--- src/hw/rr_axil_pkg.sv ---
`default_nettype none

////////////////////////////////////////////////////////////////////////////
// AXI-Lite write request types seen by the recorders
////////////////////////////////////////////////////////////////////////////

package rr_axil_pkg;

  // Byte address carried on the AW channel
  typedef logic [31:0] axil_addr_t;

  // One data beat carried on the W channel
  // Strobes are not monitored, all four bytes are logged
  typedef logic [31:0] axil_data_t;

  // Payload of one write request
  // Address sits in the upper word, data in the lower word
  typedef struct packed {
    axil_addr_t addr;
    axil_data_t data;
  } axil_wreq_t;

  // Both shell channels use this same payload
  // ocl and sda differ only by the tag added in the merge stage

endpackage

`default_nettype wire

--- src/hw/rr_log_pkg.sv ---
`default_nettype none

////////////////////////////////////////////////////////////////////////////
// Log entry and record formats
////////////////////////////////////////////////////////////////////////////

package rr_log_pkg;

  // Recorded channels, fixed by the shell interface
  localparam int CHAN_CNT = 2;

  // Channel tag, one bit covers both channels
  typedef logic chan_id_t;

  localparam chan_id_t CHAN_OCL = 1'b0;
  localparam chan_id_t CHAN_SDA = 1'b1;

  // Raw entry as it leaves a recorder FIFO
  typedef struct packed {
    rr_axil_pkg::axil_wreq_t req;
  } log_entry_t;

  // Entry after the merge, 65 bits
  typedef struct packed {
    chan_id_t   chan;
    log_entry_t entry;
  } tagged_entry_t;

  // Global record sequence number, wraps at 16 bits
  typedef logic [15:0] rr_seq_t;

  // XOR of all address and data bytes, channel tag folded into bit 0
  typedef logic [7:0] rr_check_t;

  // Finished record as written to trace storage, 89 bits
  typedef struct packed {
    rr_seq_t    seq;
    chan_id_t   chan;
    rr_check_t  check;
    log_entry_t entry;
  } rr_record_t;

  ////////////////////////////////////////////////////////////////////////////
  // Pipeline sizing
  ////////////////////////////////////////////////////////////////////////////

  // Per channel log FIFO, power of two
  localparam int LOG_FIFO_DEPTH = 4;

  // Storage credits granted at reset
  localparam int WB_CREDITS = 4;

  // Holds 0 up to WB_CREDITS
  typedef logic [2:0] credit_cnt_t;

endpackage

`default_nettype wire

--- src/hw/axil_mstr_recorder.sv ---
`timescale 1ns/1ps
`default_nettype none

module axil_mstr_recorder (
  input  logic                    clk,
  input  logic                    rst_n,
  // Shell side
  input  logic                    in_valid,
  output logic                    in_ready,
  input  rr_axil_pkg::axil_wreq_t in_req,
  // User logic side
  output logic                    out_valid,
  input  logic                    out_ready,
  output rr_axil_pkg::axil_wreq_t out_req,
  // Log stream towards the merge
  output logic                    log_valid,
  input  logic                    log_ready,
  output rr_log_pkg::log_entry_t  log_entry
);

  import rr_log_pkg::*;

  ////////////////////////////////////////////////////////////////////////////
  // Pass-through gating
  ////////////////////////////////////////////////////////////////////////////

  // Set on the first clock after reset, keeps in_ready low until then
  logic run_q;

  logic full;
  logic can_log;
  logic push;
  logic pop;

  // Log FIFO storage and pointers
  log_entry_t                              mem [LOG_FIFO_DEPTH];
  logic [$clog2(LOG_FIFO_DEPTH)-1:0]       wr_ptr;
  logic [$clog2(LOG_FIFO_DEPTH)-1:0]       rd_ptr;
  logic [$clog2(LOG_FIFO_DEPTH+1)-1:0]     count;

  assign full    = (count == LOG_FIFO_DEPTH);
  assign can_log = run_q && !full;

  // Both sides see the same gate
  // so a write moves through only when it is also logged
  assign out_valid = in_valid && can_log;
  assign in_ready  = out_ready && can_log;
  assign out_req   = in_req;

  // Shell-side transfer is the push
  assign push = in_valid && in_ready;
  assign pop  = log_valid && log_ready;

  ////////////////////////////////////////////////////////////////////////////
  // Log FIFO, no bypass
  ////////////////////////////////////////////////////////////////////////////

  assign log_valid = (count != '0);
  assign log_entry = mem[rd_ptr];

  always_ff @(posedge clk or negedge rst_n) begin
    if (!rst_n) begin
      run_q  <= 1'b0;
      wr_ptr <= '0;
      rd_ptr <= '0;
      count  <= '0;
    end else begin
      run_q <= 1'b1;
      if (push) begin
        wr_ptr <= wr_ptr + 1'b1;
      end
      if (pop) begin
        rd_ptr <= rd_ptr + 1'b1;
      end
      // Count only moves when exactly one side fires
      unique case ({push, pop})
        2'b10:   count <= count + 1'b1;
        2'b01:   count <= count - 1'b1;
        default: count <= count;
      endcase
    end
  end

  // Payload storage
  always_ff @(posedge clk) begin
    if (push) begin
      mem[wr_ptr] <= '{req: in_req};
    end
  end

endmodule

`default_nettype wire

--- src/hw/rr_log_merge.sv ---
`timescale 1ns/1ps
`default_nettype none

module rr_log_merge (
  input  logic                                            clk,
  input  logic                                            rst_n,
  // One log stream per channel, index is the channel tag
  input  logic [rr_log_pkg::CHAN_CNT-1:0]                 log_valid,
  output logic [rr_log_pkg::CHAN_CNT-1:0]                 log_ready,
  input  rr_log_pkg::log_entry_t [rr_log_pkg::CHAN_CNT-1:0] log_entry,
  // Tagged stream towards the packer
  output logic                                            tag_valid,
  input  logic                                            tag_ready,
  output rr_log_pkg::tagged_entry_t                       tag_entry
);

  import rr_log_pkg::*;

  // Channel checked first in the next arbitration
  chan_id_t rr_ptr;

  logic     take;
  logic     grant_vld;
  chan_id_t grant_id;

  // Output register is empty or being drained
  assign take = !tag_valid || tag_ready;

  ////////////////////////////////////////////////////////////////////////////
  // Round-robin arbiter
  ////////////////////////////////////////////////////////////////////////////

  // Walk the channels starting at the pointer, first valid one wins
  always_comb begin
    chan_id_t cand;
    grant_vld = 1'b0;
    grant_id  = rr_ptr;
    for (int i = 0; i < CHAN_CNT; i++) begin
      cand = rr_ptr + chan_id_t'(i);
      if (!grant_vld && log_valid[cand]) begin
        grant_vld = 1'b1;
        grant_id  = cand;
      end
    end
  end

  // Only the granted channel sees ready
  always_comb begin
    for (int i = 0; i < CHAN_CNT; i++) begin
      log_ready[i] = take && grant_vld && (grant_id == chan_id_t'(i));
    end
  end

  ////////////////////////////////////////////////////////////////////////////
  // Output stage
  ////////////////////////////////////////////////////////////////////////////

  always_ff @(posedge clk or negedge rst_n) begin
    if (!rst_n) begin
      tag_valid <= 1'b0;
      rr_ptr    <= CHAN_OCL;
    end else begin
      if (take) begin
        tag_valid <= grant_vld;
      end
      // Move past the winner so the other channel goes first next time
      if (take && grant_vld) begin
        rr_ptr <= grant_id + 1'b1;
      end
    end
  end

  // Entry and its tag are captured together
  always_ff @(posedge clk) begin
    if (take && grant_vld) begin
      tag_entry <= '{chan: grant_id, entry: log_entry[grant_id]};
    end
  end

endmodule

`default_nettype wire

--- src/hw/rr_log_packer.sv ---
`timescale 1ns/1ps
`default_nettype none

module rr_log_packer (
  input  logic                      clk,
  input  logic                      rst_n,
  // Tagged stream from the merge
  input  logic                      tag_valid,
  output logic                      tag_ready,
  input  rr_log_pkg::tagged_entry_t tag_entry,
  // Record stream towards writeback
  output logic                      rec_valid,
  input  logic                      rec_ready,
  output rr_log_pkg::rr_record_t    rec
);

  import rr_log_pkg::*;

  ////////////////////////////////////////////////////////////////////////////
  // Check field
  ////////////////////////////////////////////////////////////////////////////

  // XOR of every byte in address and data
  // tag folded into bit 0 so swapped channels are caught
  function automatic rr_check_t calc_check(input log_entry_t entry,
                                           input chan_id_t   chan);
    logic [$bits(log_entry_t)-1:0] raw;
    rr_check_t                     acc;
    raw = entry;
    acc = rr_check_t'(chan);
    for (int b = 0; b < $bits(log_entry_t) / 8; b++) begin
      acc = acc ^ raw[b*8 +: 8];
    end
    return acc;
  endfunction

  // Next sequence number to hand out
  rr_seq_t seq_q;

  logic take;
  logic accept;

  // Same rule as the merge, free or being drained
  assign take      = !rec_valid || rec_ready;
  assign tag_ready = take;
  assign accept    = tag_valid && take;

  ////////////////////////////////////////////////////////////////////////////
  // Sequence counter and valid
  ////////////////////////////////////////////////////////////////////////////

  always_ff @(posedge clk or negedge rst_n) begin
    if (!rst_n) begin
      rec_valid <= 1'b0;
      seq_q     <= '0;
    end else begin
      if (take) begin
        rec_valid <= tag_valid;
      end
      // Wraps at 16 bits
      if (accept) begin
        seq_q <= seq_q + 1'b1;
      end
    end
  end

  // Record payload
  always_ff @(posedge clk) begin
    if (accept) begin
      rec <= '{seq:   seq_q,
               chan:  tag_entry.chan,
               check: calc_check(tag_entry.entry, tag_entry.chan),
               entry: tag_entry.entry};
    end
  end

endmodule

`default_nettype wire

--- src/hw/rr_record_writeback.sv ---
`timescale 1ns/1ps
`default_nettype none

module rr_record_writeback (
  input  logic                   clk,
  input  logic                   rst_n,
  // Record stream from the packer
  input  logic                   rec_valid,
  output logic                   rec_ready,
  input  rr_log_pkg::rr_record_t rec,
  // Trace storage, credit based
  output logic                   st_valid,
  output rr_log_pkg::rr_record_t st_rec,
  input  logic                   st_credit
);

  import rr_log_pkg::*;

  ////////////////////////////////////////////////////////////////////////////
  // Holding register
  ////////////////////////////////////////////////////////////////////////////

  // Record waiting for issue
  logic       pend_q;
  rr_record_t hold_q;

  // Credits left at the storage side
  credit_cnt_t credit_q;

  logic have_credit;
  logic issue;
  logic accept;

  assign have_credit = (credit_q != '0);

  // One record per cycle, only with a credit in hand
  assign issue = pend_q && have_credit;

  // Free slot, or the slot empties this cycle
  // stalls here ripple back to the recorder FIFOs
  assign rec_ready = !pend_q || issue;
  assign accept    = rec_valid && rec_ready;

  assign st_valid = issue;
  assign st_rec   = hold_q;

  always_ff @(posedge clk or negedge rst_n) begin
    if (!rst_n) begin
      pend_q <= 1'b0;
    end else if (rec_ready) begin
      pend_q <= rec_valid;
    end
  end

  always_ff @(posedge clk) begin
    if (accept) begin
      hold_q <= rec;
    end
  end

  ////////////////////////////////////////////////////////////////////////////
  // Credit counter
  ////////////////////////////////////////////////////////////////////////////

  // Issue and return may land in the same cycle and cancel out
  always_ff @(posedge clk or negedge rst_n) begin
    if (!rst_n) begin
      credit_q <= credit_cnt_t'(WB_CREDITS);
    end else begin
      unique case ({issue, st_credit})
        2'b10:   credit_q <= credit_q - 1'b1;
        2'b01:   credit_q <= credit_q + 1'b1;
        default: credit_q <= credit_q;
      endcase
    end
  end

endmodule

`default_nettype wire

--- src/hw/rr_record_top.sv ---
`timescale 1ns/1ps
`default_nettype none

module rr_record_top (
  input  logic                    clk,
  input  logic                    rst_n,
  // ocl channel
  input  logic                    ocl_in_valid,
  output logic                    ocl_in_ready,
  input  rr_axil_pkg::axil_wreq_t ocl_in_req,
  output logic                    ocl_out_valid,
  input  logic                    ocl_out_ready,
  output rr_axil_pkg::axil_wreq_t ocl_out_req,
  // sda channel
  input  logic                    sda_in_valid,
  output logic                    sda_in_ready,
  input  rr_axil_pkg::axil_wreq_t sda_in_req,
  output logic                    sda_out_valid,
  input  logic                    sda_out_ready,
  output rr_axil_pkg::axil_wreq_t sda_out_req,
  // Trace storage
  output logic                    st_valid,
  output rr_log_pkg::rr_record_t  st_rec,
  input  logic                    st_credit
);

  import rr_log_pkg::*;

  // Per channel log streams, indexed by tag
  logic [CHAN_CNT-1:0]       log_valid;
  logic [CHAN_CNT-1:0]       log_ready;
  log_entry_t [CHAN_CNT-1:0] log_entry;

  // Merge to packer
  logic          tag_valid;
  logic          tag_ready;
  tagged_entry_t tag_entry;

  // Packer to writeback
  logic       rec_valid;
  logic       rec_ready;
  rr_record_t rec;

  ////////////////////////////////////////////////////////////////////////////
  // Recorders
  ////////////////////////////////////////////////////////////////////////////

  axil_mstr_recorder u_ocl_recorder (
    .clk       (clk),
    .rst_n     (rst_n),
    .in_valid  (ocl_in_valid),
    .in_ready  (ocl_in_ready),
    .in_req    (ocl_in_req),
    .out_valid (ocl_out_valid),
    .out_ready (ocl_out_ready),
    .out_req   (ocl_out_req),
    .log_valid (log_valid[CHAN_OCL]),
    .log_ready (log_ready[CHAN_OCL]),
    .log_entry (log_entry[CHAN_OCL])
  );

  axil_mstr_recorder u_sda_recorder (
    .clk       (clk),
    .rst_n     (rst_n),
    .in_valid  (sda_in_valid),
    .in_ready  (sda_in_ready),
    .in_req    (sda_in_req),
    .out_valid (sda_out_valid),
    .out_ready (sda_out_ready),
    .out_req   (sda_out_req),
    .log_valid (log_valid[CHAN_SDA]),
    .log_ready (log_ready[CHAN_SDA]),
    .log_entry (log_entry[CHAN_SDA])
  );

  ////////////////////////////////////////////////////////////////////////////
  // Merge, pack, write back
  ////////////////////////////////////////////////////////////////////////////

  rr_log_merge u_merge (
    .clk       (clk),
    .rst_n     (rst_n),
    .log_valid (log_valid),
    .log_ready (log_ready),
    .log_entry (log_entry),
    .tag_valid (tag_valid),
    .tag_ready (tag_ready),
    .tag_entry (tag_entry)
  );

  rr_log_packer u_packer (
    .clk       (clk),
    .rst_n     (rst_n),
    .tag_valid (tag_valid),
    .tag_ready (tag_ready),
    .tag_entry (tag_entry),
    .rec_valid (rec_valid),
    .rec_ready (rec_ready),
    .rec       (rec)
  );

  rr_record_writeback u_writeback (
    .clk       (clk),
    .rst_n     (rst_n),
    .rec_valid (rec_valid),
    .rec_ready (rec_ready),
    .rec       (rec),
    .st_valid  (st_valid),
    .st_rec    (st_rec),
    .st_credit (st_credit)
  );

endmodule

`default_nettype wire

--- config.mk ---
export PLATFORM = sky130hd
export DESIGN_NAME = rr_record_top
export DESIGN_NICKNAME = d
export VERILOG_FILES = /design/src/hw/rr_axil_pkg.sv /design/src/hw/rr_log_pkg.sv /design/src/hw/axil_mstr_recorder.sv /design/src/hw/rr_log_merge.sv /design/src/hw/rr_log_packer.sv /design/src/hw/rr_record_writeback.sv /design/src/hw/rr_record_top.sv
export SDC_FILE = /design/constraint.sdc
export NUM_CORES = 1
export LEC_CHECK = 0
export CAP_MARGIN = 20
export CORE_MARGIN = 1
export CORE_UTILIZATION = 55
export DETAILED_ROUTE_END_ITERATION = 7
export DONT_BUFFER_PORTS = 1
export PLACE_DENSITY = 0.73
export SYNTH_ARGS = -nofsm -noshare
export SYNTH_HDL_FRONTEND = slang
export SYNTH_SLANG_ARGS = --single-unit
--- constraint.sdc ---
create_clock -name clk -period 13.8 [get_ports clk]
set_clock_uncertainty 0.15 [all_clocks]
set_input_delay 0 -clock clk [delete_from_list [all_inputs] [get_ports clk]]
set_output_delay 0 -clock clk [all_outputs]
set_load 0.005 [all_outputs]
==> results of run 1 <==
==> power by group through the flow <==
stage / clock [µW] / combinational, µW / sequential, µW
after floorplan: 0 / 1480 / 3650
after global placement: 0 / 1800 / 3840
after detailed placement: 0 / 1860 / 3860
after CTS: 2130 / 1940 / 3810
after global routing: 2240 / 2030 / 3860
final: 2100 / 1900 / 3810
==> cell usage in the layout, fill, tap and decap left out, drive strengths merged, types with 3 or more instances in the layout <==
cell,count
and3,13
nor2,4
bufinv,7
a21oi,3
inv,17
clkinv,25
and4,4
diode,6
nand2,9
clkinvlp,3
dfrtp,37
xor2,21
nand3,6
xnor2,66
mux2,68
ha,12
fa,3
nand4,8
clkbuf,104
edfxtp,755
dlygate4sd3,162
mux4,128
buf,21
==> state kept, by name, summed over array words and instances (netlist names) <==
signal and cells:
u_ocl_recorder.wr_ptr 2, u_packer.rec_valid 1, u_sda_recorder.rd_ptr 2, u_merge.tag_entry 65, u_ocl_recorder.count 3, u_packer.seq_q 16, u_writeback.credit_q 3, u_sda_recorder.run_q 1
u_ocl_recorder.mem 256, u_merge.rr_ptr 1, u_sda_recorder.wr_ptr 2, u_packer.rec 89, u_ocl_recorder.rd_ptr 2, u_writeback.st_rec 89, u_merge.tag_valid 1, u_writeback.pend_q 1
u_sda_recorder.mem 256, u_sda_recorder.count 3
==> worst max-delay path by stage <==
stage	slack, ns	cells past startpoint	startpoint	to
6_report	10.75	3	u_sda_recorder.rd_ptr[0]	u_merge.tag_entry[43]
5_1_grt	10.56	3	u_ocl_recorder.rd_ptr[0]	u_merge.tag_entry[62]
4_1_cts	10.67	3	u_ocl_recorder.rd_ptr[0]	u_merge.tag_entry[62]
3_5_place_dp	10.69	3	u_sda_recorder.rd_ptr[0]	u_merge.tag_entry[39]
3_3_place_gp	10.71	3	u_sda_recorder.rd_ptr[0]	u_merge.tag_entry[42]
2_1_floorplan	8.51	2	u_writeback.credit_q[2]	u_writeback.st_rec[0]
==> layer usage <==
layer	share of wire	vias to the layer above
met3	0.085	113
met1	0.41	6965
met5	0.00063	-
li1	-	5434
met2	0.48	596
met4	0.024	6
==> kinds of logic after synthesis <==
group                    Yosys count  synth area share
AO/OA/AOI/OAI                     12           0.00320
XOR/XNOR                          87            0.0253
adder cells (fa/ha/maj)           15           0.00699
buffers and inverters            176            0.0402
flip-flops                       793             0.786
multiplexers                     197             0.128
other                              1          0.000125
AND/OR/NAND/NOR                   52            0.0105
==> layout make-up <==
class	count	share of cell area
sequential	793	0.691
clock inverter	39	0.0109
timing repair buffer	183	0.0533
inverter	13	0.00143
clock buffer	104	0.0630
tap	696	0.0254
multi-input combinational	364	0.155
antenna	6	0.000439
==> through the flow <==
| step | total power (µW) | utilization |
|---|---|---|
| 2_1_floorplan | 5130 | - |
| 3_3_place_gp | 5640 | 0.556 |
| 3_5_place_dp | 5720 | 0.557 |
| 4_1_cts | 7880 | 0.635 |
| 5_1_grt | 8120 | 0.635 |
| 6_report | 7810 | 0.635 |
==> metrics.cfg, run 1 <==
[run]
max_cap_viol_count = 0

[worst_setup_path]
critPathCaptureType = flip-flop
timing.rr.start = u_sda_recorder.rd_ptr[0]
worstPathRequired_ns = 14.01
timing.reg2reg.worst_path_depth = 3
arrival_time_reported_for_the_critical_path_endpoint_ns = 3.25
critPathLaunchType = flip-flop
cell_family_with_the_largest_share_of_critical_path_delay = buffers and inverters
category_of_the_critical_setup_timing_path = reg -> reg
critical_path_cell_by_cell = buf_4 > mux4_2 > mux2_4
slowest_delay_ns = 0.89
cp_slowest_cell = buf_4
r2r_end = u_merge.tag_entry[43]
worst-path-buf-inv = 1
reg2reg_slack_ns = 10.75
worstPathMaxFanout = 41

[timing]
rsz0062_at_grt = false
report.final.hold_viol_count = 0
finalSetupTns_ns = 0
final_setup_vio_count = 0
worst_slack_ns = 10.75
fmaxAchievable_mhz = 328
final.hold.worst_slack_ns = 0.00130
period_share = 0.221
min_tclk_post_route_ns = 3.05
drv_slew = 0
timing.slew.headroom = 0.304
tightestPinTransition_ns = 1.04

[global_routing]
grt_pass1_vias = 13676
gr_met3_demand_resource = 0.0688
groute.layer.met1.usage = 0.317
grt_busiest_layer = met2
grt_start_max_net_pins = 66
overall_fraction_of_global_route_tracks_in_use = 0.234
antenna_found_initial = 8
globalRouteMet2Util = 0.371
first_pass_grt_wire_length_um = 92800
overflow = 0

[route]
via_per_inst = 5.97
drtIter0Drc = 1206
drt-wirelength-per-cell_um = 29.0
remaining_drc_errors = 0
number_of_vias_after_detailed_routing = 13114
detail_route.wirelength_um = 63700
detailedRoute.firstPassIterationCount = 5
postRouteAntennaNets = 0

[finish]
postLayoutCellArea_um2 = 34200
fin_nets = 1585
register_area_um2 = 23600
multi_input_area_um2 = 5310
final_layout_size_suffix_gt1_frac = 0.231
final.fill_count = 3464
final_cells = 2198
flow.area_growth_from_synthesis_pct = 13.9

[logic_synthesis]
yosys_register_bits = 793
syn_inst = 1333
synthesis.area_per_instance_um2 = 22.6
synth_largest_area_cell = edfxtp_1
synth_seq_area_share = 0.786
ys_top_cells_by_area = edfxtp_1 75%, mux4_2 9.6%, buf_4 3.2%
synthesis.yosys.warnings = 0
post-synth-top-count-cell = edfxtp_1
ys_types = 40
synth_common_cells = 755 x edfxtp_1, 128 x buf_4, 128 x mux4_2
synth-edff-count = 755
top_area_cell_type_share_of_the_netlist_area = 0.754
synthArstFlopShare = 0.0479
syn_area_um2 = 30100
postSynthNetCount = 1483
ys.flop_type = edfxtp_1

[power_and_ir_drop]
clockPowerShare = 0.269
p_seq_frac = 0.488
ir_worst_vdd_uv = 185
power-per-cell-area_nw_per_um2 = 228
comb_power_share = 0.243
cellInternalPower_uw = 5580
net-switching-power_uw = 2230
leakagePower_uw = 0.0115
switching_part_of_the_total_power = 0.286

[clock_tree]
cts.hold.buffers_added = 164
clock_tree_sinks = 793
tritoncts = yes
clock_tree.root_cell = clkbuf_16
post-cts-setup-buffer-count = 0
clock_latency_ns = 0.62
cts_made_buffers = 80
clkTransAtPathRegs_ns = 0.06
cts_htree_levels = 3
cts.path.max_buffers = 3
post_cts_resized = 0

[hold_path]
hold_path.class = in -> out
hold_path.startpoint = ocl_out_ready
hold_path_cell_cnt = 1
endpoint_of_the_worst_hold_timing_path = ocl_in_ready

[placed_design]
dp_hpwl_um = 34000
placed_instance_area_um2 = 30000
port-buffer-count = 0
place_congestion = 0.740
pre_cts_ws_ns = 10.69
post-place-cells = 1885

[floorplan]
num_rows = 85
io_pins = 357
coreArea_um2 = 53900
initial_utilization = 0.558
area_of_the_die_um2 = 55600
die_h_um = 236
fp.dieW_um = 236

[status]
status = finished, final reports clean

Power figures use the tool's default switching activity.
==> inputs of run 2 (changes only) <==
- clock period: 13.8 -> 2.9 ns (I/O delays scaled with it)
==> metrics.cfg, run 2 (same netlist as run 1, synthesis figures left out) <==
[status]
status = finished, final reports clean

[timing]
fmaxAchievable_mhz = 362  ; +10%
drv_slew = 0  ; unchanged
final_setup_vio_count = 0  ; unchanged
final.hold.worst_slack_ns = 0.000151  ; -0.00115 ns
report.final.hold_viol_count = 0  ; unchanged
tightestPinTransition_ns = 1.02  ; -0.0284 ns
period_share = 0.953  ; +0.733
rsz0062_at_grt = false
timing.slew.headroom = 0.323  ; +0.0190
min_tclk_post_route_ns = 2.76  ; -0.281 ns

[worst_setup_path]
cp-endpoint = u_sda_recorder.count[2]
worstPathRequired_ns = 3.27  ; -10.74 ns
cp_slowest_cell = a221oi_1
category_of_the_critical_setup_timing_path = reg -> reg
crit_start = u_ocl_recorder.count[0]
critPathCaptureType = flip-flop
worstPathMaxFanout = 4  ; -90%
timing.reg2reg.worst_path_depth = 8  ; +5
slowest_delay_ns = 0.49  ; -0.40 ns
critPathLaunchType = flip-flop
timing.rr.start = u_ocl_recorder.count[0]
r2r_end = u_sda_recorder.count[2]
arrival_time_reported_for_the_critical_path_endpoint_ns = 3.14  ; -0.11 ns
critical_path_cell_by_cell = or3_1 > a221oi_1 > ha_1 > inv_1 > fa_1 > xor2_1 > nor2_1 > xor2_1
critical-path-top-cell-by-count = xor2_1
reg2reg_slack_ns = 0.14  ; -10.62 ns

[global_routing]
grt_start_max_net_pins = 67  ; +1.5%
antenna_found_initial = 9  ; +1
overall_fraction_of_global_route_tracks_in_use = 0.228  ; -0.00593
grt_pass1_vias = 13670  ; -0.044%
overflow = 0  ; unchanged
first_pass_grt_wire_length_um = 90900  ; -2.0%

[clock_tree]
cts_made_buffers = 79  ; -1.3%
post-cts-setup-buffer-count = 0  ; unchanged
post_cts_resized = 0  ; unchanged
cts.hold.buffers_added = 169  ; +3.0%
cts_htree_levels = 3  ; unchanged
tritoncts = yes
clock_tree_sinks = 793  ; unchanged
clkTransAtPathRegs_ns = 0.06  ; about the same
cts.path.max_buffers = 3  ; unchanged
clock_latency_ns = 0.62  ; about the same
clock_tree.root_cell = clkbuf_16

[route]
detail_route.wirelength_um = 62200  ; -2.3%
via_per_inst = 5.84  ; -2.1%
detailedRoute.firstPassIterationCount = 5  ; unchanged
drt-wirelength-per-cell_um = 28.1  ; -3.1%
drtIter0Drc = 953  ; -21%
remaining_drc_errors = 0  ; unchanged
postRouteAntennaNets = 0  ; unchanged
number_of_vias_after_detailed_routing = 12938  ; -1.3%

[floorplan]
fp.dieW_um = 236  ; unchanged
initial_utilization = 0.558  ; unchanged
num_rows = 85  ; unchanged
area_of_the_die_um2 = 55600  ; unchanged
coreArea_um2 = 53900  ; unchanged
die_h_um = 236  ; unchanged
io_pins = 357  ; unchanged

[hold_path]
hold_path_cell_cnt = 1  ; unchanged
hold_path.class = in -> out

[finish]
fin_nets = 1600  ; +0.95%
final_layout_size_suffix_gt1_frac = 0.239  ; +0.00849
postLayoutCellArea_um2 = 34500  ; +0.81%
flow.area_growth_from_synthesis_pct = 14.8
reg.largest.list = u_ocl_recorder.mem (256), u_sda_recorder.mem (256)
mostFrequentLayoutCells = 755 x edfxtp_1, 167 x dlygate4sd3_1, 128 x mux4_2
leading_cell_type_in_the_layout_fill_and_taps_excluded = edfxtp_1

[power_and_ir_drop]
ir_worst_vdd_uv = 872  ; +370%
power-per-cell-area_nw_per_um2 = 1080  ; +370%
fin_total_pwr_uw = 37100  ; +380%
leakagePower_uw = 0.0116  ; +1.1%

[run]
max_cap_viol_count = 0  ; unchanged

[placed_design]
port-buffer-count = 0  ; unchanged
placed_instance_area_um2 = 30300  ; +0.96%
place_congestion = 0.758  ; +2.5%
dp_hpwl_um = 33100  ; -2.6%

-- run 2: cell types whose count changed in the layout (fill, tap and decap cells not counted) --
cell           before  now
inv_6               4    3
clkbuf_8            0    3
bufinv_16           7    5
clkinv_2            9   17
clkinv_8            0    1
buf_16              1    0
buf_4              18   12
buf_12              2   20
clkbuf_1           21   24
dlygate4sd3_1     162  167
clkbuf_16          83   80
clkinv_1           16    9
-- run 2: metrics by stage --
step	TNS [ns]	setup WS [ns]	cells	utilization
after floorplan	-0.370	-0.0865	1333	-
after global placement	0	0.255	1896	0.562
after detailed placement	0	0.201	1896	0.562
after CTS	0	0.152	2210	0.640
after global routing	0	0.0282	2216	0.640
final	0	0.135	2216	0.640
-- run 2: power by group --
part | internal (µW) | switching (µW)
Combinational | 4720 | 4660
Sequential | 16200 | 1750
Clock | 5620 | 4130
-- run 2: worst min-delay path by stage --
stage                           endpoint           start
6_report                    sda_in_ready   sda_out_ready
5_1_grt                     sda_in_ready   sda_out_ready
4_1_cts        u_ocl_recorder.mem[3][50]  ocl_in_req[50]
3_5_place_dp        u_sda_recorder.run_q           rst_n
3_3_place_gp        u_sda_recorder.run_q           rst_n
2_1_floorplan             u_merge.rr_ptr           rst_n
-- run 2: worst max-delay path: cells and delay by family, from the launching register on --
family / cells / cell delay, ns
fa+ha+maj: 2 / 0.65
simple gates: 2 / 0.59
compound gates: 1 / 0.49
flops: 1 / 0.42
xor+xnor: 2 / 0.32
buf+inv: 1 / 0.06
-- run 2: final cells by class --
class / count / area [µm²]
diodes: 6 / 15.0
clock buffers: 107 / 2130
clock inverters: 38 / 334
fillers: 3439 / 19400
inverters: 13 / 48.8
multi-input cells: 364 / 5310
flip-flops and latches: 793 / 23600
well taps: 696 / 871
repair buffers: 199 / 2160
-- run 2: layer usage --
metal	vias to the layer above	global-route usage	part of all wire
met5	-	0	0.00051
met4	6	0.0790	0.023
met3	98	0.0645	0.081
met2	537	0.367	0.49
met1	6818	0.302	0.40
li1	5479	-	-
